===== src/common/uart_line_pkg.sv =====
//////////////////////////////
// UART line definitions
// 8N1 frame constants, shifter states
// and the RX FIFO entry
//////////////////////////////

package uart_line_pkg;

    localparam int unsigned DATA_W  = 8;   // payload bits
    localparam int unsigned BIT_NUM = 10;  // start + data + stop

    // shared by both shifters
    typedef enum logic [1:0] {
        IDLE,
        START,
        DATA,
        STOP
    } line_state_e;

    // ferr sits above data so bit 8 carries it on the bus
    typedef struct packed {
        logic              ferr;  // stop bit sampled low
        logic [DATA_W-1:0] data;  // received byte
    } rx_entry_t;

endpackage


===== src/common/uart_reg_pkg.sv =====
//////////////////////////////
// UART register map
// bus addresses and the configuration
// struct that leaves the register block
//////////////////////////////

package uart_reg_pkg;

    localparam int unsigned ADDR_W    = 4;   // bus address width
    localparam int unsigned BDR_MAX_W = 16;  // widest baud divisor
    localparam int unsigned LVL_MAX_W = 16;  // widest irq level

    // register addresses
    typedef enum logic [ADDR_W-1:0] {
        TX_DATA  = 4'h0,  // push into TX FIFO
        TX_LOAD  = 4'h1,  // TX FIFO occupancy
        TX_BAUD  = 4'h2,  // TX bit period minus one
        TX_LEVEL = 4'h4,  // irq_tx threshold
        RX_DATA  = 4'h8,  // pop from RX FIFO
        RX_LOAD  = 4'h9,  // RX FIFO occupancy
        RX_BAUD  = 4'ha,  // RX bit period minus one
        RX_PHASE = 4'hb,  // RX sample phase
        RX_LEVEL = 4'hc   // irq_rx threshold
    } reg_addr_e;

    // runtime configuration, upper bits stay zero past BDR_W
    typedef struct packed {
        logic [BDR_MAX_W-1:0] tx_bdr;    // tx divisor
        logic [BDR_MAX_W-1:0] rx_bdr;    // rx divisor
        logic [BDR_MAX_W-1:0] rx_smp;    // rx sample point
        logic [LVL_MAX_W-1:0] tx_level;  // irq when load below
        logic [LVL_MAX_W-1:0] rx_level;  // irq when load above
    } uart_cfg_t;

endpackage


===== src/design/uart_baud_timer.sv =====
//////////////////////////////
// UART baud timer
// counts one bit period, pulses at the
// period end and at the sample phase
//////////////////////////////

`timescale 1ns/1ns

module uart_baud_timer #(
    parameter int unsigned BDR_W = 8
)(
    input  logic             clk,
    input  logic             rst,
    input  logic             run,      // held high while framing
    input  logic [BDR_W-1:0] bdr,      // period minus one
    input  logic [BDR_W-1:0] smp,      // sample phase
    output logic             bit_end,  // last cycle of a bit
    output logic             sample    // sample cycle inside a bit
);

    logic [BDR_W-1:0] cnt;  // position inside the bit

    // counter clears while idle and wraps at bdr
    always_ff @(posedge clk, posedge rst) begin
        if (rst) begin
            cnt <= '0;
        end else if (!run || bit_end) begin
            cnt <= '0;
        end else begin
            cnt <= cnt + 1'b1;
        end
    end

    // pulses, only while running
    assign bit_end = run && (cnt == bdr);  // period P = bdr+1
    assign sample  = run && (cnt == smp);

endmodule


===== src/design/uart_des.sv =====
//////////////////////////////
// UART deserializer
// finds the start edge, samples 8N1
// bits and flags a low stop bit
//////////////////////////////

`timescale 1ns/1ns

module uart_des #(
    parameter int unsigned BDR_W = 8,
    localparam int unsigned BCN_W = $clog2(uart_line_pkg::DATA_W)
)(
    input  logic                     clk,
    input  logic                     rst,
    input  uart_reg_pkg::uart_cfg_t   cfg,
    input  logic                     rxd,    // asynchronous line
    output logic                     push,   // one-cycle write to RX FIFO
    output uart_line_pkg::rx_entry_t entry
);

    uart_line_pkg::line_state_e state;
    logic [1:0]       rxd_sync;  // two-flop synchronizer
    logic             rxd_s;     // synchronized line
    logic             rxd_prev;  // for edge detect
    logic             fall;
    logic             sample;
    logic [BCN_W-1:0] bit_cnt;   // data bits taken
    logic [uart_line_pkg::DATA_W-1:0] dat_q;  // shift in, LSB first
    logic             ferr_q;

    //////////////////////////////
    // line input
    //////////////////////////////

    always_ff @(posedge clk, posedge rst) begin
        if (rst) begin
            rxd_sync <= '1;  // idle high, no false edge
            rxd_prev <= 1'b1;
        end else begin
            rxd_sync <= {rxd_sync[0], rxd};
            rxd_prev <= rxd_s;
        end
    end

    assign rxd_s = rxd_sync[1];
    assign fall  = rxd_prev && !rxd_s;  // start edge

    // timer restarts at zero when leaving idle
    uart_baud_timer #(
        .BDR_W   (BDR_W)
    ) i_timer (
        .clk     (clk),
        .rst     (rst),
        .run     (state != uart_line_pkg::IDLE),
        .bdr     (cfg.rx_bdr[BDR_W-1:0]),
        .smp     (cfg.rx_smp[BDR_W-1:0]),
        .bit_end (),
        .sample  (sample)
    );

    //////////////////////////////
    // frame FSM
    //////////////////////////////

    // each sample moves one bit on
    always_ff @(posedge clk, posedge rst) begin
        if (rst) begin
            state   <= uart_line_pkg::IDLE;
            bit_cnt <= '0;
            push    <= 1'b0;
            ferr_q  <= 1'b0;
        end else begin
            push <= 1'b0;
            case (state)
                uart_line_pkg::IDLE: begin
                    if (fall) state <= uart_line_pkg::START;
                end
                uart_line_pkg::START: begin
                    if (sample) begin
                        bit_cnt <= '0;
                        // high start bit was a glitch
                        state   <= rxd_s ? uart_line_pkg::IDLE : uart_line_pkg::DATA;
                    end
                end
                uart_line_pkg::DATA: begin
                    if (sample) begin
                        bit_cnt <= bit_cnt + 1'b1;
                        if (bit_cnt == BCN_W'(uart_line_pkg::DATA_W - 1)) begin
                            state <= uart_line_pkg::STOP;
                        end
                    end
                end
                uart_line_pkg::STOP: begin
                    if (sample) begin
                        ferr_q <= !rxd_s;  // stop bit must be high
                        push   <= 1'b1;
                        state  <= uart_line_pkg::IDLE;  // ready for next edge mid stop bit
                    end
                end
                default: state <= uart_line_pkg::IDLE;
            endcase
        end
    end

    // data shifter
    always_ff @(posedge clk) begin
        if ((state == uart_line_pkg::DATA) && sample) begin
            dat_q <= {rxd_s, dat_q[uart_line_pkg::DATA_W-1:1]};
        end
    end

    assign entry.data = dat_q;
    assign entry.ferr = ferr_q;

endmodule


===== src/design/uart_fifo.sv =====
//////////////////////////////
// UART FIFO
// circular buffer with any payload type
// and an occupancy count
//////////////////////////////

`timescale 1ns/1ns

module uart_fifo #(
    parameter int unsigned SIZ = 16,
    parameter type payload_t = logic [7:0],
    localparam int unsigned ADR_W = $clog2(SIZ),
    localparam int unsigned CNT_W = $clog2(SIZ+1)
)(
    input  logic             clk,
    input  logic             rst,
    // write side
    input  logic             in_vld,    // push strobe
    input  payload_t         in_dat,
    output logic             full,
    // read side
    output logic             out_vld,   // level, head is valid
    output payload_t         out_dat,
    input  logic             out_take,  // pop strobe
    // status
    output logic [CNT_W-1:0] cnt
);

    payload_t         mem [SIZ];  // storage
    logic [ADR_W-1:0] wr_ptr;
    logic [ADR_W-1:0] rd_ptr;
    logic             push;       // accepted write
    logic             pop;        // accepted read

    assign full    = (cnt == CNT_W'(SIZ));
    assign out_vld = (cnt != '0);
    assign push    = in_vld && !full;     // dropped when full
    assign pop     = out_take && out_vld; // ignored when empty

    // pointers and count
    always_ff @(posedge clk, posedge rst) begin
        if (rst) begin
            wr_ptr <= '0;
            rd_ptr <= '0;
            cnt    <= '0;
        end else begin
            if (push) wr_ptr <= wr_ptr + 1'b1;  // wraps, SIZ is 2**n
            if (pop)  rd_ptr <= rd_ptr + 1'b1;
            // both at once leaves the count alone
            if (push && !pop) begin
                cnt <= cnt + 1'b1;
            end else if (pop && !push) begin
                cnt <= cnt - 1'b1;
            end
        end
    end

    // storage array
    always_ff @(posedge clk) begin
        if (push) mem[wr_ptr] <= in_dat;
    end

    assign out_dat = mem[rd_ptr];  // head entry

endmodule


===== src/design/uart_peri.sv =====
//////////////////////////////
// UART peripheral
// bus registers, TX and RX FIFOs
// and the 8N1 shifters
//////////////////////////////

`timescale 1ns/1ns

module uart_peri #(
    parameter int unsigned FIFO_SIZ = 16,  // power of two
    parameter int unsigned BDR_W    = 8,   // up to 16
    localparam int unsigned CNT_W   = $clog2(FIFO_SIZ+1),
    localparam int unsigned AW      = uart_reg_pkg::ADDR_W
)(
    input  logic          clk,
    input  logic          rst,
    // bus
    input  logic          wen,
    input  logic [AW-1:0] wad,
    input  logic [31:0]   wdt,
    input  logic          ren,
    input  logic [AW-1:0] rad,
    output logic [31:0]   rdt,
    // line
    input  logic          rxd,
    output logic          txd,
    // interrupts
    output logic          irq_tx,
    output logic          irq_rx
);

    uart_reg_pkg::uart_cfg_t   cfg;
    logic                     tx_push, tx_vld, tx_take;
    logic [7:0]               tx_dat, tx_head;
    logic [CNT_W-1:0]         tx_cnt, rx_cnt;
    logic                     rx_push, rx_vld, rx_pop;
    uart_line_pkg::rx_entry_t rx_entry, rx_head;

    uart_regs #(.FIFO_SIZ (FIFO_SIZ), .BDR_W (BDR_W)) i_regs (
        .clk     (clk),     .rst     (rst),
        .wen     (wen),     .wad     (wad),     .wdt     (wdt),
        .ren     (ren),     .rad     (rad),     .rdt     (rdt),
        .cfg     (cfg),
        .tx_push (tx_push), .tx_dat  (tx_dat),
        .rx_pop  (rx_pop),  .rx_head (rx_head), .rx_vld  (rx_vld),
        .tx_cnt  (tx_cnt),  .rx_cnt  (rx_cnt),
        .irq_tx  (irq_tx),  .irq_rx  (irq_rx)
    );

    // TX path
    uart_fifo #(.SIZ (FIFO_SIZ), .payload_t (logic [uart_line_pkg::DATA_W-1:0])) i_tx_fifo (
        .clk     (clk),     .rst     (rst),
        .in_vld  (tx_push), .in_dat  (tx_dat),  .full    (),
        .out_vld (tx_vld),  .out_dat (tx_head), .out_take (tx_take),
        .cnt     (tx_cnt)
    );

    uart_ser #(.BDR_W (BDR_W)) i_ser (
        .clk  (clk),    .rst  (rst),    .cfg  (cfg),
        .vld  (tx_vld), .dat  (tx_head), .take (tx_take),
        .txd  (txd)
    );

    // RX path
    uart_des #(.BDR_W (BDR_W)) i_des (
        .clk   (clk),     .rst   (rst),     .cfg   (cfg),
        .rxd   (rxd),     .push  (rx_push), .entry (rx_entry)
    );

    uart_fifo #(.SIZ (FIFO_SIZ), .payload_t (uart_line_pkg::rx_entry_t)) i_rx_fifo (
        .clk     (clk),     .rst     (rst),
        .in_vld  (rx_push), .in_dat  (rx_entry), .full     (),
        .out_vld (rx_vld),  .out_dat (rx_head),  .out_take (rx_pop),
        .cnt     (rx_cnt)
    );

endmodule


===== src/design/uart_regs.sv =====
//////////////////////////////
// UART register block
// config flops, read mux, FIFO
// strobes and interrupt compares
//////////////////////////////

`timescale 1ns/1ns

module uart_regs #(
    parameter int unsigned FIFO_SIZ = 16,
    parameter int unsigned BDR_W    = 8,
    localparam int unsigned CNT_W   = $clog2(FIFO_SIZ+1),
    localparam int unsigned AW      = uart_reg_pkg::ADDR_W,
    localparam int unsigned BMW     = uart_reg_pkg::BDR_MAX_W,
    localparam int unsigned LMW     = uart_reg_pkg::LVL_MAX_W
)(
    input  logic                     clk,
    input  logic                     rst,
    // bus
    input  logic                     wen,
    input  logic [AW-1:0]            wad,
    input  logic [31:0]              wdt,
    input  logic                     ren,
    input  logic [AW-1:0]            rad,
    output logic [31:0]              rdt,
    // config out
    output uart_reg_pkg::uart_cfg_t   cfg,
    // FIFO strobes
    output logic                     tx_push,
    output logic [7:0]               tx_dat,
    output logic                     rx_pop,
    input  uart_line_pkg::rx_entry_t rx_head,
    input  logic                     rx_vld,
    input  logic [CNT_W-1:0]         tx_cnt,
    input  logic [CNT_W-1:0]         rx_cnt,
    // interrupts
    output logic                     irq_tx,
    output logic                     irq_rx
);

    //////////////////////////////
    // write side
    //////////////////////////////

    // written values keep only BDR_W or CNT_W bits
    always_ff @(posedge clk, posedge rst) begin
        if (rst) begin
            cfg <= '0;
        end else if (wen) begin
            case (uart_reg_pkg::reg_addr_e'(wad))
                uart_reg_pkg::TX_BAUD:  cfg.tx_bdr   <= BMW'(wdt[BDR_W-1:0]);
                uart_reg_pkg::TX_LEVEL: cfg.tx_level <= LMW'(wdt[CNT_W-1:0]);
                uart_reg_pkg::RX_BAUD:  cfg.rx_bdr   <= BMW'(wdt[BDR_W-1:0]);
                uart_reg_pkg::RX_PHASE: cfg.rx_smp   <= BMW'(wdt[BDR_W-1:0]);
                uart_reg_pkg::RX_LEVEL: cfg.rx_level <= LMW'(wdt[CNT_W-1:0]);
                default: ;  // data and load are not config
            endcase
        end
    end

    // TX data goes straight to the FIFO, dropped there when full
    assign tx_push = wen && (wad == AW'(uart_reg_pkg::TX_DATA));
    assign tx_dat  = wdt[7:0];

    //////////////////////////////
    // read side
    //////////////////////////////

    always_comb begin
        rdt = '0;  // reserved and write-only read zero
        case (uart_reg_pkg::reg_addr_e'(rad))
            uart_reg_pkg::TX_LOAD:  rdt = 32'(tx_cnt);
            uart_reg_pkg::TX_BAUD:  rdt = 32'(cfg.tx_bdr);
            uart_reg_pkg::TX_LEVEL: rdt = 32'(cfg.tx_level);
            uart_reg_pkg::RX_DATA:  rdt = rx_vld ? 32'(rx_head) : '0;  // ferr in bit 8
            uart_reg_pkg::RX_LOAD:  rdt = 32'(rx_cnt);
            uart_reg_pkg::RX_BAUD:  rdt = 32'(cfg.rx_bdr);
            uart_reg_pkg::RX_PHASE: rdt = 32'(cfg.rx_smp);
            uart_reg_pkg::RX_LEVEL: rdt = 32'(cfg.rx_level);
            default: ;
        endcase
    end

    // reading data pops on the same edge
    assign rx_pop = ren && (rad == AW'(uart_reg_pkg::RX_DATA));

    // interrupt levels
    assign irq_tx = (tx_cnt < cfg.tx_level[CNT_W-1:0]);  // room to refill
    assign irq_rx = (rx_cnt > cfg.rx_level[CNT_W-1:0]);  // data to drain

endmodule


===== src/design/uart_ser.sv =====
//////////////////////////////
// UART serializer
// frames TX FIFO bytes as 8N1
// onto the line, LSB first
//////////////////////////////

`timescale 1ns/1ns

module uart_ser #(
    parameter int unsigned BDR_W = 8,
    localparam int unsigned BCN_W = $clog2(uart_line_pkg::BIT_NUM)
)(
    input  logic                   clk,
    input  logic                   rst,
    input  uart_reg_pkg::uart_cfg_t cfg,
    // TX FIFO head
    input  logic                   vld,
    input  logic [7:0]             dat,
    output logic                   take,  // one-cycle pop
    // line
    output logic                   txd
);

    uart_line_pkg::line_state_e state;
    logic [uart_line_pkg::BIT_NUM-1:0] shr;  // frame shifter, bit 0 on the line
    logic [BCN_W-1:0] bit_cnt;               // bits left after the current one
    logic             bit_end;

    // bit period source, sample phase unused
    uart_baud_timer #(
        .BDR_W   (BDR_W)
    ) i_timer (
        .clk     (clk),
        .rst     (rst),
        .run     (state != uart_line_pkg::IDLE),
        .bdr     (cfg.tx_bdr[BDR_W-1:0]),
        .smp     ('0),
        .bit_end (bit_end),
        .sample  ()
    );

    // load from idle, or right at the end of a stop bit for gapless frames
    assign take = vld && ((state == uart_line_pkg::IDLE) ||
                          ((state == uart_line_pkg::STOP) && bit_end));

    //////////////////////////////
    // frame FSM
    //////////////////////////////

    always_ff @(posedge clk, posedge rst) begin
        if (rst) begin
            state   <= uart_line_pkg::IDLE;
            shr     <= '1;  // line idles high
            bit_cnt <= '0;
        end else if (take) begin
            state   <= uart_line_pkg::START;
            shr     <= {1'b1, dat, 1'b0};  // stop, data, start
            bit_cnt <= BCN_W'(uart_line_pkg::BIT_NUM - 1);
        end else if (bit_end) begin
            shr     <= {1'b1, shr[uart_line_pkg::BIT_NUM-1:1]};  // ones fill in
            bit_cnt <= bit_cnt - 1'b1;
            case (state)
                uart_line_pkg::START: state <= uart_line_pkg::DATA;
                uart_line_pkg::DATA: begin
                    if (bit_cnt == BCN_W'(1)) state <= uart_line_pkg::STOP;  // last data bit
                end
                uart_line_pkg::STOP:  state <= uart_line_pkg::IDLE;  // nothing queued
                default:              state <= uart_line_pkg::IDLE;
            endcase
        end
    end

    assign txd = shr[0];  // registered line

endmodule


===== config.mk =====
export PLATFORM = sky130hd
export DESIGN_NAME = uart_peri
export DESIGN_NICKNAME = d
export VERILOG_FILES = /design/src/common/uart_line_pkg.sv /design/src/common/uart_reg_pkg.sv /design/src/design/uart_baud_timer.sv /design/src/design/uart_des.sv /design/src/design/uart_fifo.sv /design/src/design/uart_peri.sv /design/src/design/uart_regs.sv /design/src/design/uart_ser.sv
export SDC_FILE = /design/constraint.sdc
export NUM_CORES = 1
export LEC_CHECK = 0
export BUFFER_PORTS_ARGS = -buffer_cell sky130_fd_sc_hd__buf_2
export CORE_MARGIN = 5
export CORE_UTILIZATION = 42
export CTS_CLUSTER_DIAMETER = 40
export CTS_CLUSTER_SIZE = 8
export DETAILED_ROUTE_END_ITERATION = 16
export GPL_ROUTABILITY_DRIVEN = 0
export HOLD_SLACK_MARGIN = 0.08
export PLACE_DENSITY_LB_ADDON = 0.12
export SLEW_MARGIN = 10
export SYNTH_ARGS = -nofsm -noshare
export SYNTH_HDL_FRONTEND = slang
export SYNTH_SLANG_ARGS = --single-unit

===== constraint.sdc =====
create_clock -name clk -period 8.26 [get_ports clk]
set_input_delay 0.413 -clock clk [delete_from_list [all_inputs] [get_ports clk]]
set_output_delay 0.413 -clock clk [all_outputs]
set_load 0.005 [all_outputs]

# Word-level counts from Yosys, hierarchy flattened

Memory sizes are Yosys's and may differ from the RTL's.
Cells that the tools add are included.

Add/sub/neg operators: 12
Multiply operators: 0
Div/mod/pow operators: 0
$lt $le $gt $ge: 2
Eq/ne operators: 32
Shifts and indexed selects: 0
Muxes and demuxes: 32
Bitwise operators: 0
Reduce and logical (&&, ||, !) cells: 49

Operators with widths:

| operator              | number |
|---|---|
| $pmux W32 S8          | 1 |
| $eq A4 B4 Y1 const B  | 8 |
| $eq A8 B8 Y1          | 3 |
| $mux W10              | 2 |
| $mux W5               | 4 |
| $mux W2               | 9 |
| $logic_and A1 B1 Y1   | 17 |
| $add A4 B1 Y4 const B | 4 |
| $add A8 B1 Y8 const B | 2 |
| $mux W8               | 2 |
| $reduce_and A2 Y1     | 7 |
| $reduce_bool A2 Y1    | 6 |
| $add A5 B1 Y5 const B | 2 |
| $eq A5 B5 Y1 const B  | 2 |
| $ne A2 B1 Y1 const B  | 5 |
| $reduce_bool A5 Y1    | 2 |
| $sub A5 B1 Y5 const B | 2 |
| $logic_not A1 Y1      | 9 |
| $mux W9               | 1 |
| $eq A2 B2 Y1 const B  | 4 |
| $eq A4 B1 Y1 const B  | 2 |
| $eq A4 B2 Y1 const B  | 2 |
| $eq A4 B3 Y1 const B  | 2 |
| $mux W4               | 2 |
| other kinds (17)      | 27 |

Register bits after elaboration: 110
Latch bits: 0
RAM bits: 272
Bits in read-only memories: 0
Output and inout bits: 35
Memories kept: 2

Memories:

| name          | depth | bits a word | read ports | clocked after Yosys merged registers in | write ports | RTL line        | source |
|---|---|---|---|---|---|---|---|
| i_rx_fifo.mem | 16    | 9           | 1          | 0                                       | 1           | uart_fifo.sv:29 | `payload_t mem [SIZ];` |
| i_tx_fifo.mem | 16    | 8           | 1          | 0                                       | 1           | uart_fifo.sv:29 |  |

# Depth between registers and ports, before layout

Gate-level depths: netlist of run 1.

Depth in word-level cells: 9
Mapped depth: 16

# Cells and area by module

From an unflattened synthesis of run 1, not the netlist that was laid out.

Cells, all modules: 1192
Area total of the unflattened synthesis: 17606.9 um^2

By module, submodules not included:

| module                 | instances | cells an instance | area an instance (um^2) |
|---|---|---|---|
| uart_fifo at i_rx_fifo | 1         | 360               | 6373.6 |
| uart_fifo at i_tx_fifo | 1         | 331               | 5776.8 |
| uart_regs              | 1         | 254               | 2692.6 |
| uart_baud_timer        | 2         | 60                | 606.8 |
| uart_ser               | 1         | 77                | 823.3 |
| uart_des               | 1         | 50                | 726.9 |

# Worst setup path before layout of run 1

Ideal clock, no wire load.

Path type: register to register
Start: register i_ser.i_timer.cnt[0]
End: register i_tx_fifo.cnt[4]
Setup time: 0.094 ns
Arrival: 2.779 ns
Slack: 5.387 ns
Stages on the path, launching flop included: 15
Buffers on the path: 1
Cells stage by stage: dfrtp_1 > xnor2_1 > nand4_1 > o21ai_2 > and2_0 > clkbuf_1 > clkinv_1 > ha_1 > inv_1 > ha_1 > o31a_1 > nor3_1 > a21o_1 > nor3b_1 > a211oi_1

Longest elaborated chain between the ends: 9
Elaborated cells on any way between the ends: 11

Ends and longest elaborated chain:

| item                                          | RTL line              | source |
|---|---|---|
| start: declaration                            | uart_baud_timer.sv:21 | `logic [BDR_W-1:0] cnt;` |
| start signal: assignment                      | uart_baud_timer.sv:30 | `cnt <= cnt + 1'b1;` |
| $eq A8 B8 Y1 *                                | uart_baud_timer.sv:35 | `assign bit_end = run && (cnt == bdr);` |
| $logic_and A1 B1 Y1 *                         | uart_baud_timer.sv:35 |  |
| $logic_and A1 B1 Y1 *                         | uart_ser.sv:44        | `((state == uart_line_pkg::STOP) && bit_end));` |
| $logic_or A1 B1 Y1 *                          | uart_ser.sv:43        | `assign take = vld && ((state == uart_line_pkg::IDLE) \|\|` |
| $logic_and A1 B1 Y1 *                         | uart_ser.sv:43        |  |
| $logic_and A1 B1 Y1 *                         | uart_fifo.sv:38       | `assign pop = out_take && out_vld;` |
| $logic_not A1 Y1                              | uart_fifo.sv:50       | `if (push && !pop) begin` |
| $logic_and A1 B1 Y1                           | uart_fifo.sv:50       |  |
| $mux W5 or $reduce_bool A2 Y1 (tied branches) | n/a                   |  |
| end signal: assignment                        | uart_fifo.sv:51       | `cnt <= cnt + 1'b1;` |
| end signal: assignment                        | uart_fifo.sv:53       | `cnt <= cnt - 1'b1;` |
| end: declaration                              | uart_fifo.sv:26       | `output logic [CNT_W-1:0] cnt` |

Mark *: on every way between the ends. The rest lies on a longest branch, timed or not.
A chain may end at the register's enable or synchronous reset.

# Worst setup path after layout of run 1

Ends and elaborated chain as after synthesis.

==> results of run 1 <==
[stage by stage]
step	std cells	setup slack, ns
floorplan	1016	5.22
global placement	1525	3.96
detailed placement	1525	3.93
CTS	1627	3.94
global route	1627	3.45
finish	1627	4.04
[logic make-up (layout without fill, tap and decap cells)]
logic type / after synthesis / after routing / share of synthesized area [%]
other cells: 1 / 23 / 0.0230
compound gates: 80 / 80 / 3.33
flops: 381 / 381 / 67.1
fa+ha+maj: 37 / 37 / 2.88
xor+xnor: 58 / 58 / 3.11
buf+inv: 94 / 187 / 2.79
mux: 130 / 130 / 14.6
simple gates: 213 / 213 / 6.16
[power breakdown]
group          internal (mW)  switching [mW]
logic                  0.666           0.607
clock network           1.53           0.835
registers               2.24           0.236
[cells in the final DEF, fill, tap and decap left out, types with 21 or more instances in the layout]
cell / instances
nor2_1: 58
clkbuf_16: 61
xnor2_1: 46
nand2_1: 61
dfrtp_1: 87
edfxtp_1: 280
buf_2: 32
o21ai_0: 21
conb_1: 23
ha_1: 36
mux2_2: 35
mux4_2: 83
inv_1: 32
[sequential cells by signal (all words and copies together), names as in the netlist, 3 cells and up, named ones only]
| register | cells |
|---|---|
| i_ser.bit_cnt | 4 |
| i_ser.shr | 9 |
| i_des.i_timer.cnt | 8 |
| i_rx_fifo.cnt | 5 |
| i_tx_fifo.cnt | 5 |
| i_tx_fifo.mem | 128 |
| i_ser.i_timer.cnt | 8 |
| i_rx_fifo.rd_ptr | 4 |
| i_rx_fifo.mem | 144 |
| i_des.bit_cnt | 3 |
| i_des.dat_q | 8 |
| i_rx_fifo.wr_ptr | 4 |
| i_tx_fifo.rd_ptr | 4 |
| i_regs.cfg | 34 |
| i_tx_fifo.wr_ptr | 4 |
[area by class of cell]
| cell class | instances | area [um2] |
|---|---|---|
| clock buffers | 79 | 1600 |
| clock inverters | 20 | 278 |
| fillers | 3322 | 19600 |
| inverters | 35 | 134 |
| multi-input cells | 541 | 5040 |
| flip-flops and latches | 381 | 11000 |
| well taps | 518 | 648 |
| repair buffers | 53 | 325 |
[timing repair]
| item | 4_1_cts | 5_1_grt |
|---|---|---|
| buffers inserted | 0 | 0 |
| hold buffers | 3 | 0 |
| gates resized for setup | 0 | 0 |
| hold endpoints to repair | 25 | 0 |
[worst min-delay path by stage]
stage / to / startpoint
global placement: i_des.rxd_sync[1] / i_des.rxd_sync[0]
global route: i_tx_fifo.mem[8][6] / wdt[6]
floorplan: i_des.rxd_sync[1] / i_des.rxd_sync[0]
detailed placement: i_des.rxd_sync[1] / i_des.rxd_sync[0]
finish: i_tx_fifo.mem[1][6] / wdt[6]
CTS: i_tx_fifo.mem[15][6] / wdt[6]
[layer usage]
metal	vias up	track usage [%]
met5	-	0
met1	4390	23.3
met2	171	25.9
met4	0	4.26
li1	3926	-
met3	43	2.98
[synthesized netlist by cell type, drive strengths merged, types with 13 or more instances]
master	n	area (um2)
clkbuf	21	78.8
nor3	19	100
ha	36	450
nor2	58	218
buf	38	245
mux2	35	394
o21ai	22	114
mux4	83	1870
nand3	19	95.1
edfxtp	280	8410
xnor2	46	403
nand2	61	229
dfrtp	89	2230
a21oi	19	95.1
a222oi	13	130
inv	34	128
[critical path, delay by kind of cell (launching register included)]
family | cells | cell delay (ns)
AND/OR/NAND/NOR | 4 | 1.29
AO/OA/AOI/OAI | 4 | 0.90
adder cells (fa/ha/maj) | 2 | 0.70
buffers and inverters | 2 | 0.63
flip-flops | 1 | 0.44
XOR/XNOR | 1 | 0.17
==> results.py, run 1 <==
metrics = {
    "synthesis": {
        "ys.warnings.count": 0,
        "seq_area_frac_synth_pct": 67.1,
        "synthArstFlopShare_pct": 26.5,
        "ys_types": 58,
        "synth_seq_cells": 381,
        "synth_area_um2": 16300,
        "synth-edff-count": 280,
        "syn_avg_cell_area_um2": 16.4,
        "postSynthCellCount": 994,
        "ys.flop_type": "edfxtp_1",
    },
    "drt": {
        "drt_pass1_iterations": 6,
        "vias": 8530,
        "drtIter0Drc": 534,
        "post_drt_wl_per_cell_um": 21.4,
        "wl_met1_um": 16000,
        "ant_nets": 0,
        "wl_met3_um": 1330,
        "vias_per_cell": 5.24,
        "wl_met2_um": 16800,
        "highest_layer": "met4",
        "drc": 0,
        "drt-total-wl_um": 34800,
    },
    "min_path": {
        "hold_path_class": "in2reg",
        "hold_path_depth": 1,
    },
    "sta": {
        "hold_viol": 0,
        "setup_tns_ns": 0,
        "final_max_slew_viol_count": 0,
        "skew_ns": 0.0189,
        "max_freq_mhz": 237,
        "slew_headroom_pct": 27.3,
        "tightestPinTransition_ns": 1.08,
        "finalCriticalPeriod_ns": 4.22,
        "timing.final.crit_share_pct": 51.1,
        "holdWs_ns": 0.270,
        "rsz0062_at_grt": "false",
        "setup_viol": 0,
    },
    "clocking": {
        "cts_tree": "done",
        "numCtsBuffers": 61,
        "cts_htree_levels": 2,
        "cts.clk_slew.worst_paths_ns": 0.05,
        "cts_buffer_depth": 3,
        "clockRootBuffer": "clkbuf_16",
        "clock-sinks": 381,
        "clk_latency_ns": 0.59,
    },
    "floorplanning": {
        "coreArea_um2": 38600,
        "die_height_um": 207,
        "rows": 72,
        "die_w_um": 207,
        "start_util_pct": 42.3,
        "ios": 80,
        "dieArea_um2": 42900,
    },
    "global_route": {
        "antenna_found_initial": 0,
        "grt_pass1_wl_um": 54300,
        "grt_max_degree": 70,
        "track_usage_pct": 16.3,
        "overflow": 0,
        "grt_pass1_vias": 8861,
    },
    "outcome": {
        "status": "completed",
    },
    "power": {
        "power.leakage_nw": 6.79,
        "total_power_mw": 6.11,
        "power.density_nw_per_um2": 322,
        "irDropWorstVdd_uv": 182,
    },
    "critical_path": {
        "crit_end": "i_tx_fifo.cnt[4]",
        "critPathMaxStageDelay_ns": 0.87,
        "cpMaxStageDelayCell": "and2_0",
        "end_kind": "flip-flop",
        "timing.rr.end": "i_tx_fifo.cnt[4]",
        "rr_startpoint": "i_ser.i_timer.cnt[0]",
        "worst_setup_path_start_kind": "flip-flop",
        "worst-r2r-cell-count": 13,
        "path_class": "reg2reg",
        "worstPathRequired_ns": 8.75,
        "cp_max_fo": 23,
        "path_cells": "xnor2_1 > nand4_1 > o21ai_2 > and2_0 > clkinv_1 > ha_1 > inv_1 > ha_1 > o31a_1 > nor3_1 > a21o_1 > nor3b_1 > a211oi_1",
        "regToRegSetupSlack_ns": 4.04,
        "crit_start": "i_ser.i_timer.cnt[0]",
        "arrival_ns": 4.71,
        "cp_common_cell": "ha_1",
    },
    "layout": {
        "fin_nets": 1155,
        "final_area_um2": 19000,
        "drive_gt1_share_pct": 24.5,
        "fin_util_pct": 49.2,
        "area_delta_synth_final_pct": 16.3,
        "diodes": 0,
    },
    "placement": {
        "postPlaceCellArea_um2": 17100,
        "io_buffers": 32,
        "hpwl_um": 22000,
    },
    "run": {
        "maxCapViolations": 0,
    },
}
Power figures use the tool's default switching activity.
==> run 2, diff against run 1 <==
==> constraint.sdc (replaced) <==
create_clock -name clk -period 3.4 [get_ports clk]
set_input_delay 0.17 -clock clk [delete_from_list [all_inputs] [get_ports clk]]
set_output_delay 0.17 -clock clk [all_outputs]
set_load 0.005 [all_outputs]
==> run 2 against run 1 <==
  * Routed wire length shrank 1.3%
  * Sequential cell count did not move
  * Clock power is 130% higher
  * Global-route usage is 0.084 points higher
  * Clock skew up 0.0040 ns
  * Hold slack got worse by 0.16 ns
  * Core utilization increased by 0.69 points
  * Non-clock buffer count is 36 higher
  * Critical path type unchanged
  * Largest cell class unchanged
  * Largest power group unchanged
==> results.py, run 2 (synthesis gave the netlist of run 1 again) <==
metrics = {
    "clocking": {
        "clock-sinks": 381,
        "clockRootBuffer": "clkbuf_16",
        "postCtsHoldBufs": 13,
        "cts_buffer_depth": 3,
        "post_cts_resized": 0,
        "cts_htree_levels": 2,
        "cts.clk_slew.worst_paths_ns": 0.05,
        "numCtsBuffers": 60,
        "postCtsSetupBuffers": 0,
        "clk_latency_ns": 0.60,
        "cts_tree": "done",
    },
    "global_route": {
        "grtUsageMet3_pct": 2.98,
        "met1_usage_pct": 23.0,
        "grt.busiest_layer": "met2",
        "antenna_found_initial": 0,
        "grt_pass1_vias": 9189,
        "grt_max_degree": 70,
        "overflow": 0,
        "gr-usage-met2_pct": 26.3,
        "track_usage_pct": 16.3,
        "grt_pass1_wl_um": 55200,
    },
    "critical_path": {
        "worstPathRequired_ns": 3.89,
        "arrival_ns": 3.66,
        "path_cells": "nor4_1 > a21oi_1 > and2_0 > clkinv_1 > ha_1 > inv_1 > ha_1 > o31a_1 > nor3_1 > a21o_1 > a21oi_1 > o31ai_1 > a211oi_1",
        "worst_setup_path_start_kind": "flip-flop",
        "path_buf_inv": 2,
        "end_kind": "flip-flop",
        "crit_end": "i_tx_fifo.cnt[4]",
        "critical-path-top-delay-family": "compound AO/OA/AOI/OAI gates",
        "path_depth": 13,
        "worst-r2r-cell-count": 13,
        "cp_max_fo": 8,
        "cpMaxStageDelayCell": "nor4_1",
        "timing.rr.end": "i_tx_fifo.cnt[4]",
        "rr_startpoint": "i_tx_fifo.cnt[0]",
        "regToRegSetupSlack_ns": 0.23,
        "path_class": "reg2reg",
        "critPathMaxStageDelay_ns": 0.64,
        "crit_start": "i_tx_fifo.cnt[0]",
    },
    "sta": {
        "slew_headroom_pct": 31.2,
        "tightestPinTransition_ns": 1.03,
        "rsz0062_at_grt": "false",
        "setup_tns_ns": 0,
        "skew_ns": 0.0230,
        "max_freq_mhz": 316,
        "setup_viol": 0,
        "final_max_slew_viol_count": 0,
        "hold_viol": 0,
        "timing.final.crit_share_pct": 93.2,
        "finalCriticalPeriod_ns": 3.17,
    },
    "min_path": {
        "hold_path_class": "in2reg",
    },
    "drt": {
        "drc": 0,
        "ant_nets": 0,
        "drt-total-wl_um": 34300,
        "drtIter0Drc": 635,
        "post_drt_wl_per_cell_um": 20.5,
        "drt_pass1_iterations": 5,
        "vias": 8640,
        "vias_per_cell": 5.15,
    },
    "layout": {
        "ff_latch_area_um2": 11000,
        "drive_gt1_share_pct": 25.1,
        "largest_reg_flops": 144,
        "layout_common_cells": "edfxtp_1 (280), dfrtp_1 (87), mux4_2 (83), nand2_1 (61), clkbuf_16 (60)",
        "num-fill-cells": 3323,
        "fin_util_pct": 49.9,
        "area_delta_synth_final_pct": 17.9,
        "diodes": 0,
        "top_regs": "i_rx_fifo.mem: 144 flops, i_tx_fifo.mem: 128 flops, i_regs.cfg: 34 flops",
        "fin_nets": 1190,
        "top_register": "i_rx_fifo.mem",
        "layout_commonest_cell": "edfxtp_1",
        "multiInputGateArea_um2": 5030,
    },
    "floorplanning": {
        "ios": 80,
        "rows": 72,
        "coreArea_um2": 38600,
        "start_util_pct": 42.3,
        "die_w_um": 207,
        "die_height_um": 207,
        "dieArea_um2": 42900,
    },
    "outcome": {
        "status": "completed",
    },
    "run": {
        "maxCapViolations": 0,
    },
    "placement": {
        "hpwl_um": 22500,
        "io_buffers": 32,
    },
    "power": {
        "power.density_nw_per_um2": 765,
        "irDropWorstVdd_uv": 566,
        "power.leakage_nw": 6.94,
    },
}
run 2: routing by layer:
metal,part of all wire (%),wire [um]
met5,0,0
met4,2.2,768
met3,3.7,1270
met2,48,16500
met1,46,15800
run 2: report_power, final:
group | switching, mW | internal (mW)
sequential | 0.548 | 5.43
clock | 2.06 | 3.45
combinational | 1.52 | 1.72
total | 4.12 | 10.6
run 2: final cells by class:
type | count | share of cell area, %
Clock buffer | 99 | 8.56
Clock inverter | 14 | 0.917
Inverter | 35 | 0.696
Multi-Input combinational cell | 541 | 26.1
Sequential cell | 381 | 56.9
Tap cell | 518 | 3.37
Timing Repair Buffer | 89 | 3.42
run 2: tightest hold or removal path, delay by kind of cell:
family          cells  cell delay (ns)
compound gates      1             0.07
xor+xnor            1             0.09
buf+inv             1             0.15
simple gates        1             0.19
run 2: metrics by stage:
step / instance area (um2) / setup WS (ns) / total power [mW] / instances / hold slack (ns)
2_1_floorplan: 16400 / 0.527 / 8.38 / 1016 / 0.174
3_3_place_gp: 17300 / 0.363 / 9.33 / 1551 / 0.276
3_5_place_dp: 17300 / 0.328 / 9.35 / 1551 / 0.277
4_1_cts: 19200 / 0.309 / 14.9 / 1677 / 0.0835
5_1_grt: 19200 / 0.0508 / 15.6 / 1677 / 0.127
6_report: 19200 / 0.231 / 14.7 / 1677 / 0.113
run 2: worst min-delay path by stage:
stage	startpoint	end	slack, ns	cells after the start
2_1_floorplan	rxd	i_des.rxd_sync[0]	0.17	0
3_3_place_gp	rxd	i_des.rxd_sync[0]	0.28	1
3_5_place_dp	rxd	i_des.rxd_sync[0]	0.28	1
4_1_cts	rad[0]	i_rx_fifo.rd_ptr[0]	0.08	4
5_1_grt	rad[0]	i_rx_fifo.rd_ptr[0]	0.13	4
6_report	rad[0]	i_rx_fifo.rd_ptr[0]	0.11	4
==> run 3, diff against run 2 <==
--- a/config.mk
+++ b/config.mk
@@ -6,6 +6,8 @@
 export NUM_CORES = 1
 export LEC_CHECK = 0
 export BUFFER_PORTS_ARGS = -buffer_cell sky130_fd_sc_hd__buf_2
+export CELL_PAD_IN_SITES_DETAIL_PLACEMENT = 0
+export CELL_PAD_IN_SITES_GLOBAL_PLACEMENT = 1
 export CORE_MARGIN = 5
 export CORE_UTILIZATION = 42
 export CTS_CLUSTER_DIAMETER = 40
==> run 3 against run 2 <==
  * First-iteration DRC count down 3.5%
  * Die area unchanged
  * Non-clock buffer count up 4
  * Final area up 1.1%
  * Hold slack worse by 0.013 ns
  * Sequential power up 1%
  * Largest power group is now the clock network
==> results.py, run 3 (synthesis gave the netlist of run 1 again) <==
metrics = {
    "global_route": {
        "grt_max_degree": 56,
        "grt_pass1_wl_um": 55800,
        "overflow": 0,
        "track_usage_pct": 16.8,
        "grt_pass1_vias": 9205,
        "antenna_found_initial": 0,
    },
    "drt": {
        "vias": 8753,
        "vias_per_cell": 5.22,
        "drt_pass1_iterations": 5,
        "post_drt_wl_per_cell_um": 21.4,
        "drc": 0,
        "ant_nets": 0,
        "drtIter0Drc": 613,
        "drt-total-wl_um": 35800,
    },
    "power": {
        "switching_power_mw": 4.26,
        "p_clk_share_pct": 39.7,
        "power.leakage_nw": 7.10,
        "switching_share_pct": 27.8,
        "power.density_nw_per_um2": 787,
        "p_comb_share_pct": 20.9,
        "p_int_mw": 11.1,
        "power_frac_seq_pct": 39.4,
        "irDropWorstVdd_uv": 442,
    },
    "clocking": {
        "cts_tree": "done",
        "clk_latency_ns": 0.58,
        "cts.clk_slew.worst_paths_ns": 0.05,
        "cts_buffer_depth": 3,
        "numCtsBuffers": 66,
        "cts_htree_levels": 3,
        "clockRootBuffer": "clkbuf_16",
        "clock-sinks": 381,
    },
    "layout": {
        "top_register": "i_rx_fifo.mem",
        "area_delta_synth_final_pct": 19.3,
        "layout_common_cells": "edfxtp_1 (280), dfrtp_1 (87), mux4_2 (83), clkbuf_16 (67), nand2_1 (61)",
        "diodes": 0,
        "largest_reg_flops": 144,
        "layout_commonest_cell": "edfxtp_1",
        "fin_nets": 1200,
        "drive_gt1_share_pct": 27.1,
        "top_regs": "i_rx_fifo.mem: 144 flops, i_tx_fifo.mem: 128 flops, i_regs.cfg: 34 flops",
    },
    "floorplanning": {
        "coreArea_um2": 38600,
        "ios": 80,
        "dieArea_um2": 42900,
        "die_height_um": 207,
        "start_util_pct": 42.3,
        "rows": 72,
        "die_w_um": 207,
    },
    "placement": {
        "hpwl_um": 23600,
        "io_buffers": 32,
    },
    "sta": {
        "setup_viol": 0,
        "slew_headroom_pct": 43.9,
        "setup_tns_ns": 0,
        "rsz0062_at_grt": "false",
        "skew_ns": 0.0230,
        "holdWs_ns": 0.100,
        "max_freq_mhz": 333,
        "final_max_slew_viol_count": 0,
        "finalCriticalPeriod_ns": 3.01,
        "timing.final.crit_share_pct": 88.4,
        "hold_viol": 0,
        "tightestPinTransition_ns": 0.830,
    },
    "min_path": {
        "hold_path_class": "in2reg",
    },
    "run": {
        "maxCapViolations": 0,
    },
    "critical_path": {
        "worstPathRequired_ns": 3.23,
        "cp_max_fo": 23,
        "arrival_ns": 2.84,
        "worst_setup_path_start_kind": "flip-flop",
        "path_class": "reg2out",
        "end_kind": "primary output",
    },
    "outcome": {
        "status": "completed",
    },
}
[run 3: critical path, stage by stage, from the launching register on]
cell and delay, ns:
dfrtp_2 0.52, buf_12 0.26, mux4_2 0.56, mux4_2 0.50
nand2_1 0.14, nand4_1 0.12, buf_2 0.16
[run 3: layer usage]
| layer | routed length (um) | share of wire (%) | vias up | GRT usage, % |
|---|---|---|---|---|
| met5 | 0 | 0 | - | 0 |
| met4 | 567 | 1.6 | 0 | 4.88 |
| met3 | 1330 | 3.7 | 49 | 3.45 |
| met2 | 17000 | 48 | 157 | 25.9 |
| met1 | 16900 | 47 | 4520 | 24.3 |
| li1 | - | - | 4027 | - |
[run 3: area by class of cell]
type / count / area [um2]
multi-input cells: 541 / 5020
fillers: 3309 / 19100
clock buffers: 85 / 1770
inverters: 35 / 134
flip-flops and latches: 381 / 11000
clock inverters: 23 / 278
repair buffers: 93 / 663
well taps: 518 / 648
[run 3: power groups by stage]
stage	clock, mW	sequential [mW]	combinational (mW)
global route	6.47	6.12	3.57
floorplan	0	5.79	2.59
CTS	6.25	6.05	3.27
global placement	0	6.13	3.23
detailed placement	0	6.13	3.25
finish	6.09	6.04	3.20
[run 3: path summary, 6_finish.rpt]
check                           slack (ns)  depth (start not counted)                   to           startpoint
worst max-delay path                  0.39                          6               rdt[2]  i_rx_fifo.rd_ptr[0]
worst min-delay path                  0.10                          1  i_tx_fifo.mem[8][3]               wdt[3]
worst max register to register        0.48                         11     i_rx_fifo.cnt[4]     i_rx_fifo.cnt[2]
worst min register to register        0.36                          0    i_des.rxd_sync[1]    i_des.rxd_sync[0]
max in group asynchronous             2.24                          4       i_des.rxd_prev                  rst
min in group asynchronous             0.27                          3     i_rx_fifo.cnt[3]                  rst
[run 3: metrics by stage]
step                      worst slack, ns  std cells  cell area, um2  util, %  total power [mW]
after global placement              0.522       1560           17300     45.0              9.37
after global routing                0.195       1676           19500     50.5              16.2
final                               0.395       1676           19500     50.5              15.3
after CTS                           0.310       1676           19500     50.5              15.6
after floorplan                     0.527       1016           16400        -              8.38
after detailed placement            0.483       1560           17300     45.0              9.38
[run 3: repair_timing]
action	4_1_cts	5_1_grt
hold buffers	8	0
hold endpoints to repair	126	0
buffers inserted	0	0
gates resized for setup	0	0
